`src/design/pwm_consts.svh`:
```
// PWM host constants
`ifndef PWM_CONSTS_SVH
`define PWM_CONSTS_SVH

// Counter and duty resolution
`define PWM_WIDTH 12

// Fixed channel count, tied to the 8-bit pattern byte
`define PWM_CHANNELS 3

// Pattern register
`define LFSR_WIDTH 26
`define PATTERN_SEED 26'h123ABCD // Any nonzero value

// Default trigger sequence
`define TRIGGER_FIRST 8'hAA
`define TRIGGER_SECOND 8'h55

`endif

```
`src/design/pwm_pkg.sv`:
```
// PWM host types
`include "pwm_consts.svh"

package pwm_pkg;

    // Count, period and duty share one width
    typedef logic [`PWM_WIDTH-1:0] duty_t;

    typedef logic [`LFSR_WIDTH-1:0] pattern_t;

    // Byte window offered to the detector
    typedef logic [7:0] pattern_byte_t;

    typedef logic [$clog2(`PWM_CHANNELS)-1:0] chan_sel_t; // Channel index
    typedef logic [`PWM_CHANNELS-1:0] chan_bits_t;        // One bit per channel

    // Timebase FSM
    typedef enum logic [1:0] {
        TB_IDLE  = 2'd0,
        TB_COUNT = 2'd1,
        TB_WRAP  = 2'd2
    } timebase_state_t;

endpackage

```
`src/design/pwm_timebase_if.sv`:
```
// Timebase to channel bank link

interface pwm_timebase_if
    import pwm_pkg::*;
();

    duty_t count;       // Current timebase count
    logic running;      // Enabled and not being cleared
    logic period_pulse; // Same pulse as period_complete
    logic clear;        // Force-clear from the detector

    // Producer side
    modport timebase (
        output count,
        output running,
        output period_pulse,
        input  clear
    );

    // Consumer side
    modport bank (
        input count,
        input running,
        input period_pulse,
        input clear
    );

endinterface

```
`src/design/pwm_timebase.sv`:
```
// PWM period counter
`include "pwm_consts.svh"

module pwm_timebase
    import pwm_pkg::*;
(
    input  logic clk,
    input  logic rst,
    input  logic enable,
    input  duty_t period_value,
    output logic period_complete,
    pwm_timebase_if.timebase tb
);

    timebase_state_t state;
    duty_t count;
    logic period_q;

    // Clear wins over enable
    always_ff @(posedge clk or posedge rst) begin
        if (rst) begin
            state <= TB_IDLE;
            count <= '0;
            period_q <= 1'b0;
        end else if (tb.clear || !enable) begin
            state <= TB_IDLE;
            count <= '0;
            period_q <= 1'b0;
        end else begin
            period_q <= 1'b0; // Pulse lasts a single cycle
            case (state)
                TB_IDLE: begin
                    count <= '0;
                    state <= TB_COUNT;
                end
                TB_COUNT: begin
                    if (count >= period_value) begin
                        count <= '0;
                        period_q <= 1'b1;
                        state <= TB_WRAP;
                    end else begin
                        count <= count + 1'b1;
                    end
                end
                TB_WRAP: begin
                    state <= TB_COUNT; // Count holds at zero here
                end
                default: begin
                    state <= TB_IDLE;
                end
            endcase
        end
    end

    assign tb.count = count;
    assign tb.running = enable && !tb.clear;
    assign tb.period_pulse = period_q;
    assign period_complete = period_q;

    // WRAP always separates two pulses
    period_no_repeat: assert property (
        @(posedge clk) disable iff (rst)
        period_complete |=> !period_complete
    ) else $error("period_complete high on consecutive cycles");

    // Only checked once the period setting has settled
    count_in_range: assert property (
        @(posedge clk) disable iff (rst)
        (tb.running && $stable(period_value)) |-> (count <= period_value)
    ) else $error("timebase count above period_value");

endmodule

```
`src/design/pattern_source.sv`:
```
// LFSR pattern source
`include "pwm_consts.svh"

module pattern_source
    import pwm_pkg::*;
#(
    parameter pattern_t seed = `PATTERN_SEED
) (
    input  logic clk,
    input  logic rst,
    input  logic enable,
    input  logic period_pulse,
    output pattern_byte_t pattern_byte
);

    pattern_t lfsr;
    chan_sel_t chan_sel;
    logic feedback;

    // Taps 25, 21, 15, 4
    assign feedback = lfsr[25] ^ lfsr[21] ^ lfsr[15] ^ lfsr[4];

    // Frozen while disabled, untouched by the force-clear
    always_ff @(posedge clk or posedge rst) begin
        if (rst) begin
            lfsr <= seed;
            chan_sel <= '0;
        end else if (enable) begin
            lfsr <= {lfsr[`LFSR_WIDTH-2:0], feedback};
            if (period_pulse) begin
                if (chan_sel == chan_sel_t'(`PWM_CHANNELS - 1))
                    chan_sel <= '0;
                else
                    chan_sel <= chan_sel + 1'b1;
            end
        end
    end

    // Byte window follows the channel index
    always_comb begin
        case (chan_sel)
            2'd0: pattern_byte = lfsr[7:0];
            2'd1: pattern_byte = lfsr[15:8];
            2'd2: pattern_byte = lfsr[23:16];
            default: pattern_byte = lfsr[7:0]; // Index never reaches 3
        endcase
    end

    // A zero state would lock the stream
    lfsr_nonzero: assert property (
        @(posedge clk) disable iff (rst)
        lfsr != '0
    ) else $error("pattern LFSR reached zero");

endmodule

```
`src/design/trigger_detector.sv`:
```
// Two-byte trigger detector

module trigger_detector
    import pwm_pkg::*;
#(
    parameter pattern_byte_t trigger_first = 8'hAA,
    parameter pattern_byte_t trigger_second = 8'h55
) (
    input  logic clk,
    input  logic rst,
    input  pattern_byte_t data_in,
    output logic force_clear
);

    logic armed; // First byte seen last cycle
    logic hit;

    assign hit = armed && (data_in == trigger_second);

    always_ff @(posedge clk or posedge rst) begin
        if (rst) begin
            armed <= 1'b0;
            force_clear <= 1'b0;
        end else if (hit) begin
            armed <= 1'b0; // Sequence consumed
            force_clear <= 1'b1;
        end else begin
            // Re-arm only on a fresh first byte
            armed <= (data_in == trigger_first);
            force_clear <= 1'b0;
        end
    end

    // Disarming on a hit keeps the clear to one cycle
    clear_single_cycle: assert property (
        @(posedge clk) disable iff (rst)
        force_clear |=> !force_clear
    ) else $error("force_clear high on consecutive cycles");

endmodule

```
`src/design/pwm_channel_bank.sv`:
```
// PWM channel compare bank
`include "pwm_consts.svh"

module pwm_channel_bank
    import pwm_pkg::*;
(
    input  logic clk,
    input  logic rst,
    input  duty_t [`PWM_CHANNELS-1:0] duty_cycles,
    input  pattern_byte_t pattern_byte,
    pwm_timebase_if.bank tb,
    output chan_bits_t pwm_outputs
);

    duty_t eff_duty [`PWM_CHANNELS];

    // Channel j flips duty bit j when pattern bit j is set
    always_comb begin
        for (int j = 0; j < `PWM_CHANNELS; j++) begin
            eff_duty[j] = duty_cycles[j] ^ (duty_t'(pattern_byte[j]) << j);
        end
    end

    // Registered compare one cycle behind the count
    always_ff @(posedge clk or posedge rst) begin
        if (rst) begin
            pwm_outputs <= '0;
        end else if (tb.clear || !tb.running) begin
            pwm_outputs <= '0;
        end else begin
            for (int j = 0; j < `PWM_CHANNELS; j++) begin
                pwm_outputs[j] <= (tb.count < eff_duty[j]);
            end
        end
    end

endmodule

```
`src/design/pwm_host_top.sv`:
```
// Three-channel PWM host
`include "pwm_consts.svh"

module pwm_host_top
    import pwm_pkg::*;
#(
    parameter pattern_t pattern_seed = `PATTERN_SEED,
    parameter pattern_byte_t trigger_first = `TRIGGER_FIRST,
    parameter pattern_byte_t trigger_second = `TRIGGER_SECOND
) (
    input  logic clk,
    input  logic rst,
    input  duty_t [`PWM_CHANNELS-1:0] duty_cycles, // Channel 0 in the low bits
    input  duty_t period_value,
    input  logic pwm_enable,
    output chan_bits_t pwm_outputs,
    output logic period_complete
);

    pattern_byte_t pattern_byte;
    logic force_clear;

    pwm_timebase_if tb_if ();

    assign tb_if.clear = force_clear;

    pwm_timebase u_timebase (
        .clk             (clk),
        .rst             (rst),
        .enable          (pwm_enable),
        .period_value    (period_value),
        .period_complete (period_complete),
        .tb              (tb_if.timebase)
    );

    // Pattern stream rotates its window once per period
    pattern_source #(
        .seed (pattern_seed)
    ) u_pattern (
        .clk          (clk),
        .rst          (rst),
        .enable       (pwm_enable),
        .period_pulse (tb_if.period_pulse),
        .pattern_byte (pattern_byte)
    );

    trigger_detector #(
        .trigger_first  (trigger_first),
        .trigger_second (trigger_second)
    ) u_trigger (
        .clk         (clk),
        .rst         (rst),
        .data_in     (pattern_byte),
        .force_clear (force_clear)
    );

    pwm_channel_bank u_bank (
        .clk          (clk),
        .rst          (rst),
        .duty_cycles  (duty_cycles),
        .pattern_byte (pattern_byte),
        .tb           (tb_if.bank),
        .pwm_outputs  (pwm_outputs)
    );

endmodule

```
`config.mk`:
```
export PLATFORM = sky130hd
export DESIGN_NAME = pwm_host_top
export DESIGN_NICKNAME = d
export VERILOG_FILES = /design/src/design/pwm_pkg.sv /design/src/design/pwm_timebase_if.sv /design/src/design/pwm_timebase.sv /design/src/design/pattern_source.sv /design/src/design/trigger_detector.sv /design/src/design/pwm_channel_bank.sv /design/src/design/pwm_host_top.sv
export VERILOG_INCLUDE_DIRS = /design/src /design/src/design
export SDC_FILE = /design/constraint.sdc
export NUM_CORES = 1
export LEC_CHECK = 0
export ABC_AREA = 1
export BUFFER_PORTS_ARGS = -buffer_cell sky130_fd_sc_hd__buf_2
export CAP_MARGIN = 20
export CORE_MARGIN = 2
export CORE_UTILIZATION = 40
export DETAILED_ROUTE_END_ITERATION = 16
export PLACE_DENSITY_LB_ADDON = 0.08
export SLEW_MARGIN = 10
export SYNTH_ARGS = -nofsm -noshare
export SYNTH_HDL_FRONTEND = slang
export SYNTH_HIERARCHICAL = 1
export SYNTH_SLANG_ARGS = --single-unit
```
`constraint.sdc`:
```
create_clock -name clk -period 3.8 [get_ports clk]
set_clock_uncertainty 0.05 [all_clocks]
set_input_delay 0.19 -clock clk [delete_from_list [all_inputs] [get_ports clk]]
set_output_delay 0.19 -clock clk [all_outputs]
set_load 0.03 [all_outputs]
```
Yosys cells after proc, flatten, opt, wreduce, memory -nomap -nowiden
Index checks and enable logic that the tools add are counted.
- add/subtract/negate cells: 2
- magnitude comparators: 4
- equal/unequal tests: 7
- mux-type cells: 14
- bitwise operators: 6
- reduce and logical (&&, ||, !) cells: 11
- operators with widths (cell ; count):
    12-bit less-than comparator ; 3
    12-bit two-way mux ; 2
    12-bit case mux with 2 select lines ; 1
    8-bit case mux with 2 select lines ; 1
    12-bit by 1-bit adder with 12-bit output, second input constant ; 1
    12-bit greater-or-equal comparator ; 1
    12-bit by 1-bit bitwise XOR with 12-bit output ; 1
    12-bit by 2-bit bitwise XOR with 12-bit output ; 1
    12-bit by 3-bit bitwise XOR with 12-bit output ; 1
    8-bit by 7-bit equality test with 1-bit output, second input constant ; 1
    8-bit equality test, second input constant ; 1
    2-bit two-way mux ; 3
    1-bit two-way mux ; 5
    2-bit by 1-bit equality test with 1-bit output, second input constant ; 2
    2-bit equality test, second input constant ; 2
    2-bit case mux with 2 select lines ; 1
    1-bit zero test ; 3
    3-bit two-way mux ; 1
    3-bit by 1-bit != test with 1-bit output, second input constant ; 1
    3-bit nonzero test ; 1
    1-bit bitwise XOR ; 3
    2-bit by 1-bit adder with 2-bit output, second input constant ; 1
    1-bit logical AND ; 2
    2-bit zero test ; 1
    other kinds (3) ; 4
- bits in registers: 48
- input port bits: 51
- output and inout bits: 4
- word-level logic and storage cells: 52

Depth between registers and ports, before layout
- depth after elaboration: 5
- gate-level depth with buffers: 14
- gate-level depth less buffers: 13

Cells and area by module
Netlist, hierarchy kept.
- modules (own cells, without submodules) (module ; instances ; cells each ; area each (sq um) ; sequential area each (sq um)):
    pattern_source ; 1 ; 166 ; 1357.6 ; 718.2
    pwm_timebase ; 1 ; 142 ; 1102.3 ; 375.4
    pwm_channel_bank ; 1 ; 150 ; 996.0 ; 75.1
    trigger_detector ; 1 ; 16 ; 113.9 ; 50.0

Least setup slack after synthesis
No wires, ideal clock.
- path kind: reg-to-reg
- from: register u_pattern.chan_sel[0]
- to: register u_bank.pwm_outputs[1]
- library setup time: 77 ps
- data arrival time: 1913 ps
- data required time: 3673 ps
- slack: 1759 ps
- stages on the path, launching flop included: 12
- path buffers: 1
- cells stage by stage: dfrtp_1 -> inv_1 -> ha_1 -> buf_4 -> inv_2 -> a21oi_1 -> a21oi_1 -> xnor2_1 -> ha_1 -> a21oi_1 -> o21ai_0 -> a21oi_1
- cells in the longest elaborated chain, start to end: 5
- elaborated cells on any way between the ends: 6
- RTL lines (element ; RTL line ; RTL):
    start, declared ; pattern_source.sv:17 ; chan_sel_t chan_sel;
    start signal, assigned ; pattern_source.sv:34 ; chan_sel <= chan_sel + 1'b1;
    2-bit equality test / 2-bit by 1-bit equality test with 1-bit output (equally long branches) ; pattern_source.sv:41 ; case (chan_sel)
    8-bit case mux with 2 select lines * ; pattern_source.sv:41 ;
    via pattern_byte[1] ; pwm_host_top.sv:20 ; pattern_byte_t pattern_byte;
    12-bit by 2-bit bitwise XOR with 12-bit output * ; pwm_channel_bank.sv:20 ; eff_duty[j] = duty_cycles[j] ^ (duty_t'(pattern_byte[j]) << j);
    12-bit less-than comparator * ; pwm_channel_bank.sv:32 ; pwm_outputs[j] <= (tb.count < eff_duty[j]);
    3-bit two-way mux * ; pwm_channel_bank.sv:28 ; end else if (tb.clear || !tb.running) begin
    end signal, assigned by index ; pwm_channel_bank.sv:32 ;
    end, declared ; pwm_channel_bank.sv:12 ; output chan_bits_t pwm_outputs
Mark *: on every way through the listed nets, which the timed path passes. The rest lies on a longest branch.
A chain may end at the register's enable or synchronous reset.

Worst setup path after layout
Same ends and word-level chain as after synthesis.

==> results.md <==
* Initial antenna violation count at 0
* Clock tree buffer depth at 2
* Setup TNS at 0 ns
* Starting Density at 0.411
* Area share of the largest cell type after synthesis at 0.238
* Sw Pwr at 423 uW
* Crit start category: flip-flop
* Cts bufs inserted at 5
* Site Rows at 34
* Register area share after synthesis at 0.341
* Core Util, Final at 0.464
* WL/cell at 12.8 um
* Gate Count Post-Synth at 474
* Post-route cell area at 4030 um^2
* Hold Path Class: primary input to async pin
* Internal power at 892 uW
* Tcrit/Tclk final at 0.605
* Largest family of logic cells by synthesized area: simple AND/OR/NAND/NOR gates
* Yosys top cell by area: dfrtp_1
* Synth Area in XOR/XNOR at 0.0245
* Async S/R FF share, synth at 1.00
* Critical Path Most Common Cell: a21oi_1
* GR Util All Layers at 0.179
* Die Area at 9700 um^2
* Layout area overhead at 12.8%
* Drt pass-1 iters at 4
* Total Power at 1320 uW
* Post-DP Area at 3910 um^2
* DRC violations left at 0
* Number of global-route vias before repair at 2925
* Worst Path Max Fanout at 9
* Largest net degree at the start of global routing at 32
* Peak Freq at 435 MHz
* Chip Width at 98.5 um
* Syn Std Cell Area at 3570 um^2
* Crit path largest cell delay at 0.41 ns
* Pleak at 0.00228 uW
* Syn. warnings at 6
* Synth top area cells: dfrtp_1 (24%), ha_1 (18%), nand2_1 (14%), dfstp_2 (10%), inv_1 (8.9%)
* Starting DRT DRC Count at 121
* Fillers at 910
* Net Sw Frac at 0.322
* EDFF count, synth at 0
* PortBufs at 54
* Placed instance count at 628
* Max_slew headroom at 0.593
* Logic pwr share at 0.220
* Layout Nets at 629
* Vias per cell at 4.67
* Cell Chain, Critical Path: inv_1 > ha_1 > inv_2 > a21oi_1 > a21oi_1 > xnor2_1 > ha_1 > a21oi_1 > o21ai_0 > a21oi_1
* Ys flop type: dfrtp_1
* Total core area at 8680 um^2
* Post-route ant nets at 0
* CP Capture Type: flip-flop
* GPL Wtd Cong at 0.765
* CTS clock-pin slew for the worst setup and hold paths at 0.09 ns
* HPWL after DPL at 6440 um
* Simple logic cell fraction of the synthesized area at 0.253
* Final min period at 2.30 ns
* Number of synthesized register bits at 48
* RSZ-0062 raised after global routing: false
* Mux contribution to synthesized area at 0
* Unique masters post-synth at 34
* Worst Path Required at 3.92 ns
* Clock Power Share at 0.268
* Pwr/cell area at 327 nW/um^2
* Overall routed net length at 8150 um
* Register share of total power at 0.512
* Max Slew Vio Count at 0
* Gr ovfl total at 0
* Hold Fails Final Rpt at 0
* Syn_nets at 575
* Share of cells above drive strength 1 at 0.197
* Root buffer cell: clkbuf_8
* Worst slew pin tran at 0.611 ns
* Critical Path AT at 2.42 ns
* Complex-gate fraction of the synthesized area at 0.0894
* CTS tree: built
* Io pins at 55
* Final Setup Violations at 0
* Worst IR drop on VDD at 0.161 mV
* Crit path kind: flip-flop to flip-flop
* Worst R2R Path Depth at 10
* Clock net sink count at 48
* Crit-path slowest cell: ha_1
* Finished Layout Cells at 637
* H-tree depth at 2
* Synth Area per Inst at 7.53 um^2
* Vias at 2973
* Status: finished clean
* Post-synthesis adder-cell area fraction at 0.175
* Ant diodes at 0
* First-pass GRT wire length at 13900 um
* Die Y-Extent at 98.5 um
* Clock Latency Late Sink at 0.30 ns
* Max-Cap Viols at 0
## critical path, delay by kind of cell (launching register included)
family,cells,cell delay [ns]
adders and majority gates,2,0.69
AOI/OAI and AO/OA,5,0.67
DFF,1,0.39
buffers and inverters,2,0.24
xor gates and xnor gates,1,0.12
## cell usage after synthesis (2+ instances only)
library cell and number:
nand3_1 9, o21ai_0 17, dfrtp_1 34, nand3b_1 2
nand3_2 3, inv_2 5, xnor2_1 5, nor2_2 6
nor2_4 3, buf_2 2, ha_1 50, nand2_2 7
dfstp_2 14, inv_1 85, a21boi_0 2, a21oi_1 36
nor4_1 2, o21ai_1 2, xor2_1 5, buf_6 3
buf_4 3, nand2_1 129, nor2_1 35, nand4_1 5
## per-stage QoR
stage	hold slack [ns]	worst slack, ns
after floorplan	-0.119	1.76
after global placement	0.0311	1.63
after detailed placement	0.0319	1.49
after CTS	0.263	1.48
after global routing	0.275	1.20
final	0.268	1.50
## what timing repair did
item,4_1_cts,5_1_grt
hold buffers,1,0
buffers inserted,0,0
resized for setup,0,0
hold endpoints to repair,34,0
## power by group through the flow
stage | combinational (uW) | clock, uW | sequential, uW
2_1_floorplan | 216 | 0 | 657
3_3_place_gp | 284 | 0 | 685
3_5_place_dp | 292 | 0 | 682
4_1_cts | 295 | 366 | 673
5_1_grt | 344 | 384 | 684
6_report | 290 | 353 | 673
## placed cells by master (no fill, tap or decap), types with 2 or more instances in the layout
master,instances
inv_1,85
nand4_1,5
a21boi_0,2
a21oi_1,36
inv_4,2
nand3_2,3
nand3_1,9
o21ai_0,17
xnor2_1,5
buf_2,54
clkbuf_8,5
inv_2,5
dfrtp_1,34
nor4_1,2
nor2_2,6
ha_1,50
nand3b_1,2
xor2_1,5
nor2_4,3
nor2_1,35
nand2_2,7
dfstp_2,14
o21ai_1,2
nand2_1,129
## cells by family (layout without fill, tap and decap cells)
logic type | count (synthesis) | count (layout)
AO/OA/AOI/OAI | 61 | 61
XOR/XNOR | 10 | 10
adder cells (fa/ha/maj) | 50 | 50
buffers and inverters | 100 | 155
flip-flops | 48 | 48
AND/OR/NAND/NOR | 205 | 205
## path summary, 6_finish.rpt
| check | slack, ns | to | startpoint |
|---|---|---|---|
| worst max-delay path | 1.50 | u_bank/pwm_outputs[1] | u_pattern/chan_sel[0] |
| worst min-delay path | 0.27 | u_trigger/armed | rst |
| worst max register to register | 1.50 | u_bank/pwm_outputs[1] | u_pattern/chan_sel[0] |
| worst min register to register | 0.43 | u_timebase/state[0] | u_timebase/state[0] |
| max in group asynchronous | 2.81 | u_timebase/period_complete | rst |
| min in group clk | 0.31 | u_pattern/lfsr[17] | pwm_enable |
## per-layer routing
layer  global-route usage  routed length, um  vias up
met5                    0                  0        -
met2                0.278               3390       63
met3               0.0312                360        4
li1                     -                  -     1584
met1                0.264               4340     1322
met4               0.0379                 55        0
## registers in the layout, summed over array words and instances, names as in the netlist
name	flops
u_pattern/lfsr	26
u_timebase/tb.count	12
u_bank/pwm_outputs	3
u_pattern/chan_sel	2
u_timebase/state	2
u_timebase/period_complete	1
u_trigger/armed	1
u_trigger/force_clear	1
## layout make-up
type / count / area [um^2] / share of cell area
tap: 108 / 135 / 0.0336
clock buffer: 6 / 93.8 / 0.0233
multi-input combinational: 326 / 1940 / 0.481
inverter: 91 / 344 / 0.0855
timing repair buffer: 56 / 288 / 0.0715
sequential: 48 / 1220 / 0.303
clock inverter: 2 / 11.3 / 0.00280
No activity file was read; power rests on OpenSTA's default activity.
